## src/design/wave_mem_pkg.sv

```systemverilog
package wave_mem_pkg;

  //////////////////////////////////////////////////
  // memory geometry
  //////////////////////////////////////////////////

  localparam int DEPTH_WORDS = 1024;  // 32-bit words in the block memory
  localparam int HALF_ADDR_W = 11;    // host side, halfword granular
  localparam int WORD_ADDR_W = 10;    // playback side, word granular

  typedef logic [HALF_ADDR_W-1:0] half_addr_t;  // bit 0 picks the lane
  typedef logic [WORD_ADDR_W-1:0] word_addr_t;

  //////////////////////////////////////////////////
  // memory word, two views of the same 32 bits
  //////////////////////////////////////////////////

  // playback view: two signed channel samples
  typedef struct packed {
    logic signed [15:0] chan_b;  // high half, odd halfword
    logic signed [15:0] chan_a;  // low half, even halfword
  } chan_pair_t;

  // half[0] is the low lane, written at even pipe addresses
  typedef union packed {
    logic [1:0][15:0] half;  // pipe view
    chan_pair_t       chan;  // playback view
  } mem_word_u;

endpackage

```

## src/design/wave_stream_pkg.sv

```systemverilog
package wave_stream_pkg;

  import wave_mem_pkg::*;

  //////////////////////////////////////////////////
  // host pipe side
  //////////////////////////////////////////////////

  // one cycle of host input, wr_stb and rd_stb never together
  typedef struct packed {
    logic        wr_stb;  // store data at pointer, then step
    logic        rd_stb;  // step pointer, data back next cycle
    logic [15:0] data;
  } pipe_cmd_t;

  // loader -> memory halfword write
  typedef struct packed {
    half_addr_t  addr;
    logic [15:0] data;
    logic        en;
  } mem_wr_t;

  //////////////////////////////////////////////////
  // playback side
  //////////////////////////////////////////////////

  typedef struct packed {
    logic      wrap;  // set on word 0 of every pass
    mem_word_u word;
  } wave_beat_t;

endpackage

```

## src/design/pipe_loader.sv

```systemverilog
`timescale 1ns/1ps

module pipe_loader
  import wave_mem_pkg::*, wave_stream_pkg::*;
(
  input  logic                 pipe_clk,
  input  logic                 reset,

  // host pipe
  input  pipe_cmd_t            pipe_in,
  input  logic                 pipe_rewind,
  output logic [15:0]          pipe_out_data,

  // memory pipe port
  output mem_wr_t              mem_wr,
  output half_addr_t           rd_half_addr,
  input  logic [15:0]          rd_half_data,

  // to player
  output logic [WORD_ADDR_W:0] loaded_words
);

  //////////////////////////////////////////////////
  // shared halfword pointer
  //////////////////////////////////////////////////

  half_addr_t ptr;  // one pointer for both write and read-back

  always_ff @(posedge pipe_clk) begin
    if (reset) begin
      ptr <= '0;
    end else if (pipe_rewind) begin
      ptr <= '0;  // rewind beats any strobe
    end else if (pipe_in.wr_stb || pipe_in.rd_stb) begin
      ptr <= ptr + 1'b1;  // wraps at 2048 halfwords
    end
  end

  //////////////////////////////////////////////////
  // write request, same cycle as the strobe
  //////////////////////////////////////////////////

  always_comb begin
    mem_wr.addr = ptr;
    mem_wr.data = pipe_in.data;
    mem_wr.en   = pipe_in.wr_stb;
  end

  // read-back: memory registers the halfword at ptr every edge,
  // so the old pointer's data shows up one cycle after rd_stb
  assign rd_half_addr  = ptr;
  assign pipe_out_data = rd_half_data;

  //////////////////////////////////////////////////
  // loaded length, high-water mark in words
  //////////////////////////////////////////////////

  logic [WORD_ADDR_W:0] wr_words;  // words covered once this write lands
  logic [WORD_ADDR_W:0] hwm_q;

  // halfword p covers words 0..p/2, i.e. (p+1)/2 rounded up
  assign wr_words = {1'b0, ptr[HALF_ADDR_W-1:1]} + 1'b1;

  always_ff @(posedge pipe_clk) begin
    if (reset) begin
      hwm_q <= '0;
    end else if (pipe_in.wr_stb && (wr_words > hwm_q)) begin
      hwm_q <= wr_words;  // rewind leaves the mark alone
    end
  end

  assign loaded_words = hwm_q;

endmodule

```

## config.mk

```make
export PLATFORM = sky130hd
export DESIGN_NAME = pipe_loader
export DESIGN_NICKNAME = d
export VERILOG_FILES = /design/src/design/wave_mem_pkg.sv /design/src/design/wave_stream_pkg.sv /design/src/design/pipe_loader.sv
export SDC_FILE = /design/constraint.sdc
export NUM_CORES = 1
export LEC_CHECK = 0
export BUFFER_PORTS_ARGS = -buffer_cell sky130_fd_sc_hd__buf_2
export CAP_MARGIN = 25
export CORE_ASPECT_RATIO = 0.5
export CORE_MARGIN = 2
export CORE_UTILIZATION = 39
export CTS_CLUSTER_SIZE = 30
export DETAILED_ROUTE_END_ITERATION = 10
export PLACE_DENSITY = 0.85
export SLEW_MARGIN = 30
export SYNTH_ARGS = -nofsm -noshare
export SYNTH_HDL_FRONTEND = slang
export SYNTH_SLANG_ARGS = --single-unit
export TNS_END_PERCENT = 5
```

## constraint.sdc

```tcl
create_clock -name pipe_clk -period 2.7 [get_ports pipe_clk]
set_input_delay 0.27 -clock pipe_clk [delete_from_list [all_inputs] [get_ports pipe_clk]]
set_output_delay 0.27 -clock pipe_clk [all_outputs]
set_load 0.005 [all_outputs]
```

# [Word-level counts from Yosys, hierarchy flattened]
# Cells that the tools add are included.
[classes] reduce_logical=3 magnitude_cmp=1 addsub=2
[ops] op="adder 10 x 1 -> 11 bit, second input constant" n=1
[ops] op="adder 11 x 1 -> 11 bit, second input constant" n=1
[ops] op="> comparator 11 bit" n=1
[ops] op="OR reduction 2 bit" n=1
[ops] op="logical AND 1 bit" n=1
[ops] op="logical OR 1 bit" n=1
[word_totals] wordCells=8 out_inout_bits=66 ff_bits=22

# [Longest topological paths before layout]
[logic_depth] depth_word=3 mapped_depth=11 ltp_nobuf=10

# [Worst setup path after synthesis]
# Ideal clock, no wire load.
[synth_timing] kind="reg2reg" start="register ptr[1] (netlist: rd_half_addr[1])" end="register hwm_q[2] (netlist: loaded_words[2])" arrival_ns=2.540 period_less_slack_ns=2.657 path_stages_with_launch=12 slack_ns=0.043 path_cell_list="dfxtp_1 -> ha_1 -> nand3_1 -> nor2_1 -> xor2_1 -> ha_1 -> nand2_1 -> nor3_2 -> a221oi_4 -> a21oi_2 -> buf_6 -> o211a_1"
[synth_via] elab_chain_len=3
[synth_lines] item="from (decl)" line_no="pipe_loader.sv:27" text="half_addr_t ptr;"
[synth_lines] item="from (signal assigned)" line_no="pipe_loader.sv:35" text="ptr <= ptr + 1'b1;"
[synth_lines] item="adder 10 x 1 -> 11 bit" line_no="pipe_loader.sv:62" text="assign wr_words = {1'b0, ptr[HALF_ADDR_W-1:1]} + 1'b1;"
[synth_lines] item="named net wr_words[6]" line_no="pipe_loader.sv:58" text="logic [WORD_ADDR_W:0] wr_words;"
[synth_lines] item="> comparator 11 bit" line_no="pipe_loader.sv:67" text="end else if (pipe_in.wr_stb && (wr_words > hwm_q)) begin"
[synth_lines] item="logical AND 1 bit" line_no="pipe_loader.sv:67"
[synth_lines] item="to (signal assigned)" line_no="pipe_loader.sv:68" text="hwm_q <= wr_words;"
[synth_lines] item="to (decl)" line_no="pipe_loader.sv:59" text="logic [WORD_ADDR_W:0] hwm_q;"
# The timed path passes the listed nets, and every way through them passes these cells.
# A chain may end at the register's enable or synchronous reset.

# [Worst setup path after layout]
[layout_timing] start="register ptr[4] (netlist: rd_half_addr[4])" end="register hwm_q[2] (netlist: loaded_words[2])"
# The elaborated chain is that of the path after synthesis.

==> flow_summary.yaml <==
sta:
  tightest_slew_ps: 440
  fin_tns_setup_ps: 0
  finalCriticalPeriod_ps: 2670
  period_share_pct: 98.9
  slew_headroom_pct: 70.7
  hold_slack_ps: 356
  drv_slew: 0
  worst_slack_ps: 30.6
  skew_ps: 5.21
  fmax_ghz: 0.375
  finalSetupViolCount: 0
  hold_viol_final: 0
global_route:
  antenna_found_initial: 0
  grtUsageTotal_pct: 14.6
  grt_pass1_wl_mm: 5.81
  grt_pass1_vias: 1289
  overflow: 0
  grt_max_degree: 13
final_layout:
  drive_gt1_share_pct: 33.7
  fin_nets: 251
  insertedDiodeCount: 0
  area_growth_pct: 3.61
  fillers: 383
yosys:
  synth_edf_count: 0
  syn_nets: 246
  syn_area_per_cell_um2: 8.67
  synth_cell_types: 37
  synth_area_leaders: "dfxtp_1, buf_4, ha_1"
  ys_warn_count: 0
  synthCells: 196
  synth_seq_cells: 22
  yosys.area.top_type: "dfxtp_1"
  syn_area_um2: 1700
  ys.flop_type: "dfxtp_1"
  synthArstFlopShare_pct: 0
  yosysSeqAreaShare_pct: 25.9
  synth_top_area_share_pct: 25.9
critical_path:
  cp.buffers_inverters: 1
  cp_max_fo: 10
  critPathMostFrequentCell: "nor3_2"
  startpoint_type: "flip-flop"
  crit_required_ps: 2870
  slowest_stage: "dfxtp_1"
  critical_path.max_stage_delay_ps: 410
  critPathKind: "flip-flop to flip-flop"
  crit_chain: "nand4_1 > nor3_2 > xor2_1 > ha_1 > nand3_2 > nor3_2 > a221oi_4 > a21oi_2 > buf_4 > o211a_1"
  arrival_ps: 2830
  crit_path_end_kind: "flip-flop"
  worst_path_dominant_cell_family: "simple AND/OR/NAND/NOR gates"
clock_tree:
  cts_tree: "done"
  cts.clk_slew.worst_paths_ps: 80
  cts_num_sinks: 22
  cts_buffers: 3
  cts.path.max_buffers: 2
  cts_max_level: 1
  worstSkewPairLatency_ps: 270
  root_buffer: "clkbuf_8"
power:
  ir_drop_uv: 150
  p_per_area_nw_per_um2: 540
  p_leak_uw: 0.000932
drt:
  dr_total_vias: 1312
  dr.pass1.iters: 4
  initialDrtViolationCount: 69
  drc: 0
  totalWireLength_mm: 3.77
  viasPerCell: 5.19
  wl_per_cell_um: 14.9
  drtAntennaViolNets: 0
place:
  gp_congestion: 0.834
  dp_slack_ps: 25.2
  hpwl_mm: 2.82
  io_buffers: 38
floorplanning:
  io_pins: 103
  rows: 16
  die_h_um: 50.7
  coreArea_um2: 4040
  dieWidth_um: 97.3
  initial_core_util_pct: 42.0
  die_area_um2: 4930
min_path:
  hp-class: "primary input to flip-flop"
run:
  cap_viol_max_count: 0
run_status:
  outcome: "complete, no violations"
## placed cells by master (no fill, tap or decap), types with 3 or more instances in the layout
master	n
o21ai_0	5
and3_1	3
inv_1	12
o211a_1	8
nor3_1	3
buf_2	38
nor3_2	3
clkbuf_8	3
nand3_1	3
xnor2_1	3
xor2_1	10
buf_4	11
ha_1	13
nand2_1	13
a211o_1	8
a21oi_1	5
nand3_2	3
dfxtp_1	21
nor2_1	12
## area by class of cell
type	instances	area [um^2]	area share [%]
Clock buffer	3	41.3	2.35
Multi-Input combinational cell	113	892	50.7
Sequential cell	22	442	25.1
Timing Repair Buffer	49	273	15.5
Tap cell	54	67.6	3.84
Inverter	12	45.0	2.56
## worst paths after layout
check,cells past startpoint,end,slack (ps),startpoint
max,10,loaded_words[2],30,rd_half_addr[4]
min,3,rd_half_addr[0],360,pipe_in[16]
max reg2reg,10,loaded_words[2],30,rd_half_addr[4]
min reg2reg,2,loaded_words[1],490,loaded_words[1]
## kinds of logic after synthesis
kind of cell    count (synthesis)  share of synthesized area, %
simple gates                   47                          13.0
flops                          22                          25.9
buf+inv                        61                          23.8
fa+ha+maj                      13                          9.57
compound gates                 36                          18.6
mux                             3                          1.84
xor+xnor                       14                          7.22
## power by group
group,total [uW],switching [uW],internal [uW]
clock,202,103,99.8
sequential,379,22.3,357
combinational,369,190,179
total,951,315,636
## metrics by stage
| stage | cell area (um^2) | instances | total power [uW] | utilization, % |
|---|---|---|---|---|
| 4_1_cts | 1710 | 252 | 952 | 42.4 |
| 3_3_place_gp | 1670 | 249 | 737 | 41.4 |
| 5_1_grt | 1760 | 253 | 1010 | 43.5 |
| 6_report | 1760 | 253 | 951 | 43.5 |
| 2_1_floorplan | 1700 | 196 | 686 | - |
| 3_5_place_dp | 1670 | 249 | 748 | 41.4 |
## registers in the layout (all words and copies together) (netlist names)
name and count:
loaded_words 11, rd_half_addr 11
## worst register-to-register path, cell delays in order, from the launching register on
cell and delay (ps):
dfxtp_1 410, nand4_1 240, nor3_2 220, xor2_1 350, ha_1 330, nand3_2 130
nor3_2 80, a221oi_4 310, a21oi_2 100, buf_4 190, o211a_1 210
## Yosys cell counts, types with 2 or more instances
library cell and n:
buf_4 44, ha_1 13, and3_1 3, or3_1 2, o21ai_0 5, a211o_1 8
nand3_1 5, a21oi_1 5, inv_1 12, nor3_1 5, nor2_1 13, nand2_1 14
clkbuf_1 2, mux2i_1 2, xnor2_1 3, o211a_1 8, dfxtp_1 22, xor2_1 11
## timing repair
action | 4_1_cts | 5_1_grt
hold buffers | 0 | 0
buffers inserted | 0 | 1
endpoints found under the hold margin | 0 | 0
gates resized for setup | 0 | 9
setup endpoints to repair | 0 | 11
## routing by layer
layer	up-vias	share of wire [%]	global-route usage (%)
li1	636	-	-
met1	614	43	16.4
met2	45	48	25.2
met3	17	6.2	4.04
met4	0	2.5	8.56
met5	-	0	0
Power figures use the tool's default switching activity.
